$ cat src/hw/io_proto_pkg.sv
// host I/O protocol definitions
// SPI frame layouts, user-I/O command codes and the core id
`default_nettype none

package io_proto_pkg;

  ////////////////////////////////////////
  // field widths
  ////////////////////////////////////////
  localparam int JOY_W       = 6;    // fire2, fire, up, down, left, right
  localparam int MOUSE_BTN_W = 3;    // mouse buttons
  localparam int KBD_CODE_W  = 8;    // amiga key code
  localparam int CPU_CFG_W   = 2;    // cpu type select
  localparam int MEMCFG_W    = 6;    // chip/slow/fast ram sizes

  ////////////////////////////////////////
  // user-I/O commands
  ////////////////////////////////////////
  localparam logic [7:0] CMD_JOY0      = 8'h01;
  localparam logic [7:0] CMD_JOY1      = 8'h02;
  localparam logic [7:0] CMD_MOUSE_BTN = 8'h04;
  localparam logic [7:0] CMD_KBD       = 8'h05;

  localparam logic [7:0] CORE_ID = 8'ha1;  // minimig core id

  // command byte goes first on the wire, msb first
  typedef struct packed {
    logic [7:0] cmd;
    logic [7:0] data;
  } user_frame_t;

  typedef struct packed {
    logic [CPU_CFG_W-1:0] cpu_config;  // upper bits
    logic [MEMCFG_W-1:0]  memcfg;
  } cfg_frame_t;

endpackage

`default_nettype wire

$ cat src/hw/io_regmap_pkg.sv
// host I/O register map
// APB addresses and bit positions of the read-only registers
`default_nettype none

package io_regmap_pkg;

  localparam int APB_ADDR_W = 5;
  localparam int APB_DATA_W = 16;

  ////////////////////////////////////////
  // register addresses
  ////////////////////////////////////////
  localparam logic [APB_ADDR_W-1:0] REG_JOY   = 5'h00;  // joy1, joy0
  localparam logic [APB_ADDR_W-1:0] REG_MOUSE = 5'h04;  // mouse buttons
  localparam logic [APB_ADDR_W-1:0] REG_KBD   = 5'h08;  // key code and flags
  localparam logic [APB_ADDR_W-1:0] REG_CFG   = 5'h0c;  // memcfg, cpu_config

  ////////////////////////////////////////
  // field positions
  ////////////////////////////////////////
  localparam int JOY1_LSB     = 6;  // joy0 sits at bit 0
  localparam int KBD_PEND_BIT = 8;  // key waiting
  localparam int KBD_OVR_BIT  = 9;  // key lost
  localparam int CFG_MEM_LSB  = 2;  // cpu_config sits at bit 0

endpackage

`default_nettype wire

$ cat src/hw/spi_line_sync.sv
// SPI pin synchronizer
// brings the host SPI pins into clk_28 and makes sck edge pulses
`timescale 1ns/1ns
`default_nettype none

module spi_line_sync (
  input  wire  clk_28,
  input  wire  pll_locked,
  input  wire  spi_sck,
  input  wire  spi_di,
  input  wire  conf_data0,
  input  wire  spi_ss3,
  output logic mosi,
  output logic user_sel_n,
  output logic cfg_sel_n,
  output logic sck_rise,
  output logic sck_fall
);

  logic [2:0] sck_q;  // two sync flops plus one for edge detect
  logic [1:0] di_q;
  logic [1:0] cd0_q;
  logic [1:0] ss3_q;

  always_ff @(posedge clk_28 or negedge pll_locked) begin
    if (!pll_locked) begin
      sck_q <= 3'b000;      // mode 0 idles low
      di_q  <= 2'b00;
      cd0_q <= 2'b11;       // selects idle deasserted
      ss3_q <= 2'b11;
    end else begin
      sck_q <= {sck_q[1:0], spi_sck};
      di_q  <= {di_q[0], spi_di};
      cd0_q <= {cd0_q[0], conf_data0};
      ss3_q <= {ss3_q[0], spi_ss3};
    end
  end

  assign mosi       = di_q[1];
  assign user_sel_n = cd0_q[1];
  assign cfg_sel_n  = ss3_q[1];
  assign sck_rise   = sck_q[1] & ~sck_q[2];  // one clk_28 wide
  assign sck_fall   = ~sck_q[1] & sck_q[2];

endmodule

`default_nettype wire

$ cat src/hw/spi_frame_rx.sv
// SPI mode 0 slave frame receiver
// captures one frame_t per frame_t width of bits, shifts the reply out
`timescale 1ns/1ns
`default_nettype none

module spi_frame_rx #(
  parameter type frame_t = logic [7:0]
) (
  input  wire    clk_28,
  input  wire    pll_locked,
  input  wire    sel_n,
  input  wire    mosi,
  input  wire    sck_rise,
  input  wire    sck_fall,
  input  frame_t reply_frame,
  output frame_t frame,
  output logic   frame_valid,
  output logic   miso,
  output logic   miso_oe
);

  localparam int FRAME_W = $bits(frame_t);
  localparam int CNT_W   = $clog2(FRAME_W);

  logic               sel_q;      // select of last cycle
  logic               sel_fall;
  logic               last_bit;
  logic [CNT_W-1:0]   bit_cnt;
  logic [FRAME_W-1:0] in_shift;
  logic [FRAME_W-1:0] in_next;
  logic [FRAME_W-1:0] out_shift;

  assign sel_fall = sel_q & ~sel_n;
  assign last_bit = (bit_cnt == CNT_W'(FRAME_W - 1));
  assign in_next  = {in_shift[FRAME_W-2:0], mosi};

  ////////////////////////////////////////
  // bit count and reply shifter
  ////////////////////////////////////////
  always_ff @(posedge clk_28 or negedge pll_locked) begin
    if (!pll_locked) begin
      sel_q       <= 1'b1;
      bit_cnt     <= '0;
      frame_valid <= 1'b0;
      out_shift   <= '0;
    end else begin
      sel_q       <= sel_n;
      frame_valid <= 1'b0;
      if (sel_fall) begin
        out_shift <= reply_frame;                // first bit ready before first rise
        bit_cnt   <= '0;
      end else if (!sel_n) begin
        if (sck_rise) begin
          bit_cnt     <= last_bit ? '0 : bit_cnt + 1'b1;
          frame_valid <= last_bit;               // single pulse per frame
        end
        if (sck_fall) begin
          if (bit_cnt == '0)
            out_shift <= reply_frame;            // frame boundary, fresh reply
          else
            out_shift <= {out_shift[FRAME_W-2:0], 1'b0};
        end
      end
    end
  end

  // capture path, payload only
  always_ff @(posedge clk_28) begin
    if (!sel_n && sck_rise) begin
      in_shift <= in_next;
      if (last_bit)
        frame <= frame_t'(in_next);
    end
  end

  assign miso    = out_shift[FRAME_W-1];  // msb first
  assign miso_oe = ~sel_n;

endmodule

`default_nettype wire

$ cat src/hw/user_io_regs.sv
// user-I/O register block
// decodes joystick, mouse and keyboard commands from user frames
`timescale 1ns/1ns
`default_nettype none

module user_io_regs import io_proto_pkg::*; (
  input  wire                     clk_28,
  input  wire                     pll_locked,
  input  user_frame_t             frame,
  input  wire                     frame_valid,
  input  wire                     kbd_read,
  output logic [JOY_W-1:0]        joy0,
  output logic [JOY_W-1:0]        joy1,
  output logic [MOUSE_BTN_W-1:0]  mouse_btn,
  output logic [KBD_CODE_W-1:0]   kbd_code,
  output logic                    kbd_pending,
  output logic                    kbd_overrun,
  output user_frame_t             reply_frame
);

  logic key_in;  // key frame this cycle

  assign key_in = frame_valid && (frame.cmd == CMD_KBD);

  always_ff @(posedge clk_28 or negedge pll_locked) begin
    if (!pll_locked) begin
      joy0        <= '0;
      joy1        <= '0;
      mouse_btn   <= '0;
      kbd_code    <= '0;
      kbd_pending <= 1'b0;
      kbd_overrun <= 1'b0;
    end else begin
      if (frame_valid) begin
        case (frame.cmd)
          CMD_JOY0:      joy0      <= frame.data[JOY_W-1:0];
          CMD_JOY1:      joy1      <= frame.data[JOY_W-1:0];
          CMD_MOUSE_BTN: mouse_btn <= frame.data[MOUSE_BTN_W-1:0];
          CMD_KBD:       kbd_code  <= frame.data[KBD_CODE_W-1:0];
          default: ;                         // unknown code, no change
        endcase
      end
      // new key beats a read-clear in the same cycle
      kbd_pending <= key_in | (kbd_pending & ~kbd_read);
      kbd_overrun <= (key_in & kbd_pending & ~kbd_read) | (kbd_overrun & ~kbd_read);
    end
  end

  assign reply_frame.cmd  = CORE_ID;
  assign reply_frame.data = 8'(joy0);  // zero extended

endmodule

`default_nettype wire

$ cat src/hw/core_cfg_regs.sv
// core configuration registers
// keeps the last OSD config frame and echoes it as the reply
`timescale 1ns/1ns
`default_nettype none

module core_cfg_regs import io_proto_pkg::*; (
  input  wire                   clk_28,
  input  wire                   pll_locked,
  input  cfg_frame_t            frame,
  input  wire                   frame_valid,
  output logic [CPU_CFG_W-1:0]  cpu_config,
  output logic [MEMCFG_W-1:0]   memcfg,
  output cfg_frame_t            reply_frame
);

  cfg_frame_t cfg_q;  // last config written

  always_ff @(posedge clk_28 or negedge pll_locked) begin
    if (!pll_locked)
      cfg_q <= '0;                  // 68000, minimal memory
    else if (frame_valid)
      cfg_q <= frame;
  end

  assign cpu_config  = cfg_q.cpu_config;
  assign memcfg      = cfg_q.memcfg;
  assign reply_frame = cfg_q;     // read back for the controller

endmodule

`default_nettype wire

$ cat src/hw/host_io_merge.sv
// host I/O merge
// picks the SPI data-out source and serves all registers over APB
`timescale 1ns/1ns
`default_nettype none

module host_io_merge import io_proto_pkg::*, io_regmap_pkg::*; (
  input  wire                    clk_28,
  input  wire                    pll_locked,
  input  wire                    user_miso,
  input  wire                    user_miso_oe,
  input  wire                    cfg_miso,
  input  wire                    cfg_miso_oe,
  input  wire [JOY_W-1:0]        joy0,
  input  wire [JOY_W-1:0]        joy1,
  input  wire [MOUSE_BTN_W-1:0]  mouse_btn,
  input  wire [KBD_CODE_W-1:0]   kbd_code,
  input  wire                    kbd_pending,
  input  wire                    kbd_overrun,
  input  wire [CPU_CFG_W-1:0]    cpu_config,
  input  wire [MEMCFG_W-1:0]     memcfg,
  input  wire                    psel,
  input  wire                    penable,
  input  wire                    pwrite,
  input  wire [APB_ADDR_W-1:0]   paddr,
  input  wire [APB_DATA_W-1:0]   pwdata,      // registers are read only
  output logic                   spi_do,
  output logic                   spi_do_oe,
  output logic [APB_DATA_W-1:0]  prdata,
  output logic                   kbd_read
);

  logic                  access;  // apb access phase
  logic [APB_DATA_W-1:0] rdata;

  ////////////////////////////////////////
  // spi data out, user channel first
  ////////////////////////////////////////
  always_ff @(posedge clk_28 or negedge pll_locked) begin
    if (!pll_locked) begin
      spi_do    <= 1'b0;
      spi_do_oe <= 1'b0;
    end else begin
      spi_do    <= user_miso_oe ? user_miso : cfg_miso;
      spi_do_oe <= user_miso_oe | cfg_miso_oe;
    end
  end

  ////////////////////////////////////////
  // apb read decode
  ////////////////////////////////////////
  assign access = psel & penable;

  always_comb begin
    rdata = '0;                                   // holes read zero
    case (paddr)
      REG_JOY: begin
        rdata[JOY1_LSB +: JOY_W] = joy1;
        rdata[JOY_W-1:0]         = joy0;
      end
      REG_MOUSE: rdata[MOUSE_BTN_W-1:0] = mouse_btn;
      REG_KBD: begin
        rdata[KBD_CODE_W-1:0] = kbd_code;
        rdata[KBD_PEND_BIT]   = kbd_pending;
        rdata[KBD_OVR_BIT]    = kbd_overrun;
      end
      REG_CFG: begin
        rdata[CFG_MEM_LSB +: MEMCFG_W] = memcfg;
        rdata[CPU_CFG_W-1:0]           = cpu_config;
      end
      default: ;
    endcase
  end

  assign prdata   = access ? rdata : '0;          // zero outside access phase
  assign kbd_read = access & ~pwrite & (paddr == REG_KBD);  // clears flags

endmodule

`default_nettype wire

$ cat src/hw/host_io_top.sv
// host I/O top level
// SPI user-I/O and config channels with an APB register view
`timescale 1ns/1ns
`default_nettype none

module host_io_top import io_proto_pkg::*, io_regmap_pkg::*; (
  input  wire                    clk_28,
  input  wire                    pll_locked,
  input  wire                    spi_sck,
  input  wire                    spi_di,
  input  wire                    conf_data0,  // user-I/O select
  input  wire                    spi_ss3,     // OSD select
  output logic                   spi_do,
  output logic                   spi_do_oe,
  input  wire                    psel,
  input  wire                    penable,
  input  wire                    pwrite,
  input  wire [APB_ADDR_W-1:0]   paddr,
  input  wire [APB_DATA_W-1:0]   pwdata,
  output logic [APB_DATA_W-1:0]  prdata
);

  logic mosi, user_sel_n, cfg_sel_n, sck_rise, sck_fall;
  logic user_valid, user_miso, user_miso_oe;
  logic cfg_valid, cfg_miso, cfg_miso_oe;
  logic kbd_pending, kbd_overrun, kbd_read;
  user_frame_t user_frame, user_reply;
  cfg_frame_t cfg_frame, cfg_reply;
  logic [JOY_W-1:0] joy0, joy1;
  logic [MOUSE_BTN_W-1:0] mouse_btn;
  logic [KBD_CODE_W-1:0] kbd_code;
  logic [CPU_CFG_W-1:0] cpu_config;
  logic [MEMCFG_W-1:0] memcfg;

  spi_line_sync sync_i (
    .clk_28(clk_28), .pll_locked(pll_locked), .spi_sck(spi_sck), .spi_di(spi_di),
    .conf_data0(conf_data0), .spi_ss3(spi_ss3), .mosi(mosi), .user_sel_n(user_sel_n),
    .cfg_sel_n(cfg_sel_n), .sck_rise(sck_rise), .sck_fall(sck_fall));

  spi_frame_rx #(.frame_t(user_frame_t)) user_rx (
    .clk_28(clk_28), .pll_locked(pll_locked), .sel_n(user_sel_n), .mosi(mosi),
    .sck_rise(sck_rise), .sck_fall(sck_fall), .reply_frame(user_reply), .frame(user_frame),
    .frame_valid(user_valid), .miso(user_miso), .miso_oe(user_miso_oe));

  spi_frame_rx #(.frame_t(cfg_frame_t)) cfg_rx (
    .clk_28(clk_28), .pll_locked(pll_locked), .sel_n(cfg_sel_n), .mosi(mosi),
    .sck_rise(sck_rise), .sck_fall(sck_fall), .reply_frame(cfg_reply), .frame(cfg_frame),
    .frame_valid(cfg_valid), .miso(cfg_miso), .miso_oe(cfg_miso_oe));

  user_io_regs user_regs_i (
    .clk_28(clk_28), .pll_locked(pll_locked), .frame(user_frame), .frame_valid(user_valid),
    .kbd_read(kbd_read), .joy0(joy0), .joy1(joy1), .mouse_btn(mouse_btn),
    .kbd_code(kbd_code), .kbd_pending(kbd_pending), .kbd_overrun(kbd_overrun),
    .reply_frame(user_reply));

  core_cfg_regs cfg_regs_i (
    .clk_28(clk_28), .pll_locked(pll_locked), .frame(cfg_frame), .frame_valid(cfg_valid),
    .cpu_config(cpu_config), .memcfg(memcfg), .reply_frame(cfg_reply));

  host_io_merge merge_i (
    .clk_28(clk_28), .pll_locked(pll_locked), .user_miso(user_miso),
    .user_miso_oe(user_miso_oe), .cfg_miso(cfg_miso), .cfg_miso_oe(cfg_miso_oe),
    .joy0(joy0), .joy1(joy1), .mouse_btn(mouse_btn), .kbd_code(kbd_code),
    .kbd_pending(kbd_pending), .kbd_overrun(kbd_overrun), .cpu_config(cpu_config),
    .memcfg(memcfg), .psel(psel), .penable(penable), .pwrite(pwrite), .paddr(paddr),
    .pwdata(pwdata), .spi_do(spi_do), .spi_do_oe(spi_do_oe), .prdata(prdata),
    .kbd_read(kbd_read));

endmodule

`default_nettype wire

$ cat config.mk
export PLATFORM = sky130hd
export DESIGN_NAME = host_io_top
export DESIGN_NICKNAME = d
export VERILOG_FILES = /design/src/hw/io_proto_pkg.sv /design/src/hw/io_regmap_pkg.sv /design/src/hw/spi_line_sync.sv /design/src/hw/spi_frame_rx.sv /design/src/hw/user_io_regs.sv /design/src/hw/core_cfg_regs.sv /design/src/hw/host_io_merge.sv /design/src/hw/host_io_top.sv
export SDC_FILE = /design/constraint.sdc
export NUM_CORES = 1
export LEC_CHECK = 0
export BUFFER_PORTS_ARGS = -buffer_cell sky130_fd_sc_hd__buf_2
export CORE_MARGIN = 3
export CORE_UTILIZATION = 35
export CTS_CLUSTER_SIZE = 20
export DETAILED_ROUTE_END_ITERATION = 16
export SLEW_MARGIN = 0
export SYNTH_ARGS = -nofsm -noshare
export SYNTH_HDL_FRONTEND = slang
export SYNTH_SLANG_ARGS = --single-unit
$ cat constraint.sdc
create_clock -name clk_28 -period 3.3 [get_ports clk_28]
set_input_delay 0.825 -clock clk_28 [delete_from_list [all_inputs] [get_ports clk_28]]
set_output_delay 0.825 -clock clk_28 [all_outputs]
set_load 0.1 [all_outputs]
==> metrics.yaml <==
pwr:
  combPwrFrac_pct: 5.7
  p_clk_share_pct: 47.1
  p_per_area_mw_per_mm2: 602
  leakage_nw: 2.47
  intPower_mw: 2.78
  vdd_drop_max_mv: 0.372
  swShare_pct: 22.9
  power_frac_seq_pct: 47.2
  p_switching_mw: 0.824
placed_design:
  preCtsSetupSlack_ns: 0.305
  place_inst: 529
  place_hpwl_mm: 5.80
  gp_congestion: 0.797
  port-buffer-count: 27
floorplan:
  pin_count: 48
  row_count: 42
  die_w_um: 124
  initial_core_util_pct: 36.4
  die_y_um: 124
  dieArea_mm2: 0.0155
  core-area_mm2: 0.0135
global_route:
  busiest_layer: "met2"
  grt_overflow_total: 0
  antenna_found_initial: 0
  grtUsageTotal_pct: 11.9
  use_met3_pct: 3.99
  use_met1_pct: 16.5
  grt_pass1_wl_mm: 14.5
  grt_max_degree: 80
  grt_pass1_vias: 2776
  met2_usage_pct: 17.3
drt:
  antenna_left: 0
  routedWlPerCell_um: 15.5
  route.detailed.drc: 0
  drt-initial-drc-count: 181
  viasPerCell: 4.78
  dr.pass1.iters: 5
  finalWirelength_mm: 8.72
  vias: 2682
timing:
  max-slew-margin-rel_pct: 33.8
  hold_viol: 0
  finClkSkew_ns: 0.00813
  fin_ws_ns: 0.317
  holdWs_ns: 0.347
  max_freq_mhz: 335
  setup-tns-final_ns: 0
  worstMarginPinSlew_ns: 0.993
  slew_viol_final: 0
  fin_crit_sh_pct: 90.4
  period_minus_slack_ns: 2.98
  setup_violations: 0
  rsz0062_at_grt: "no"
clocking:
  htreeDepth: 4
  post_cts_buffers: 0
  path_clk_slew_ns: 0.05
  cts_hold_buf: 0
  clk-insertion-delay-late_ns: 0.40
  cts_buffer_depth: 2
  cts_resized: 0
  cts_buffers: 17
  cts_sinks: 125
  tritoncts: "done"
  root_buffer: "clkbuf_16"
setup_path:
  crit-reg2reg-launch: "sync_i.cd0_q[1]"
  worst_r2r_path_depth: 5
  crit_end: "prdata[10]"
  r2r-end: "user_rx.bit_cnt[2]"
  cp_max_fo: 13
  critPathKind: "primary input to primary output"
  critPathArrivalTime_ns: 2.16
  end_kind: "primary output"
  startpoint: "paddr[4]"
  reg2reg_slack_ns: 1.41
  cp.required_ns: 2.47
  cp-start-kind: "primary input"
synthesis:
  synth.most_common_cell: "dfrtp_1"
  syn_inst: 333
  synthFlopType: "dfrtp_1"
  synth_area_per_cell_um2: 14.7
  ys_warn_count: 0
  synth-edff-count: 46
  netlist_area_mm2: 0.00490
  synth_common_cells: "dfrtp_1 (73), edfxtp_1 (46), nor2_1 (31)"
  synth_seq_area_share_pct: 68.7
  synthDistinctLibCells: 45
  yosys.area.top_type: "dfrtp_1"
  async_flop_share_pct: 63.2
  synth_seq_cells: 125
  synth_area_leaders: "dfrtp_1 (37%), edfxtp_1 (28%), mux2_2 (6.0%), dfstp_2 (3.2%), mux2i_1 (2.9%)"
  synth_top_area_share_pct: 37.3
cells_and_area:
  fin_cells: 561
  layout-drive-gt1-share_pct: 30.9
  area_growth_pct: 22.3
  fill_cells: 1190
  nets: 407
  utilization_pct: 44.5
  num_antenna_cells: 0
outcome:
  status: "finished clean"
hold_path:
  min_path_type: "flop to flop"
job:
  maxCapViolations: 0
-- sequential cells by signal, summed over array words and instances, names as in the netlist, 7 cells and up --
| signal | count |
|---|---|
| user_rx.frame | 16 |
| user_rx.out_shift | 16 |
| user_rx.in_shift | 15 |
| cfg_rx.frame | 8 |
| cfg_rx.out_shift | 8 |
| user_regs_i.kbd_code | 8 |
| cfg_rx.in_shift | 7 |
-- layout by cell type (no fill, tap or decap), types with 5 or more instances in the layout --
master,instances
nor2b_1,7
a22o_1,8
a31oi_1,6
mux2_4,6
nor2_1,26
inv_1,8
ha_1,5
o21ai_0,10
buf_2,14
mux2_2,26
dfstp_2,6
a21oi_1,15
nand2_1,20
buf_12,12
mux2i_1,14
edfxtp_1,46
clkbuf_16,17
nor2_2,5
buf_4,5
dfrtp_1,73
-- layer usage --
| layer | up-vias | wire (um) | share of wire [%] |
|---|---|---|---|
| li1 | 1275 | - | - |
| met1 | 1333 | 4220 | 48 |
| met2 | 63 | 3940 | 45 |
| met3 | 11 | 415 | 4.8 |
| met4 | 0 | 145 | 1.7 |
| met5 | - | 0 | 0 |
-- final cells by class --
type	instances	area [um^2]	share of cell area [%]
inverter	8	30.0	0.501
tap	176	220	3.68
multi-input combinational	189	1480	24.7
timing repair buffer	31	348	5.81
sequential	125	3370	56.2
clock inverter	11	93.8	1.57
clock buffer	21	450	7.52
-- per-stage QoR --
step	total power [mW]	area [um^2]
3_5_place_dp	1.93	5450
2_1_floorplan	1.87	4960
4_1_cts	3.65	5990
3_3_place_gp	1.93	5450
6_report	3.60	5990
5_1_grt	3.74	5990
-- logic make-up (layout without fill, tap and decap cells) --
group                      count (synthesis)  count (layout)  synth area share, %
DFF                                      125             125                 68.7
and+or+nand+nor                           80              80                 8.66
AOI/OAI and AO/OA                         50              50                 6.64
muxes                                     49              49                 12.1
buffers and inverters                     22              71                 2.40
adders and majority gates                  5               5                 1.28
other                                      1               4               0.0766
xor gates and xnor gates                   1               1                0.179
-- how the worst min path moves through the flow --
stage,start,end,depth (start not counted)
detailed placement,sync_i.di_q[0],sync_i.di_q[1],0
finish,sync_i.di_q[0],sync_i.di_q[1],0
CTS,sync_i.di_q[0],sync_i.di_q[1],0
global route,sync_i.ss3_q[0],sync_i.ss3_q[1],0
floorplan,sync_i.di_q[0],sync_i.di_q[1],0
global placement,sync_i.sck_q[0],sync_i.sck_q[1],0
-- power by group through the flow --
stage	sequential, mW	clock, mW	combinational, mW
after CTS	1.70	1.74	0.208
final	1.70	1.70	0.205
after floorplan	1.74	0	0.133
after global placement	1.73	0	0.200
after global routing	1.71	1.80	0.228
after detailed placement	1.73	0	0.207
-- worst max-delay path, stage by stage --
cell and delay (ns):
buf_2 0.10, or4_4 0.67, nor4b_4 0.35, buf_12 0.21
(Power assumes the default switching activity.)
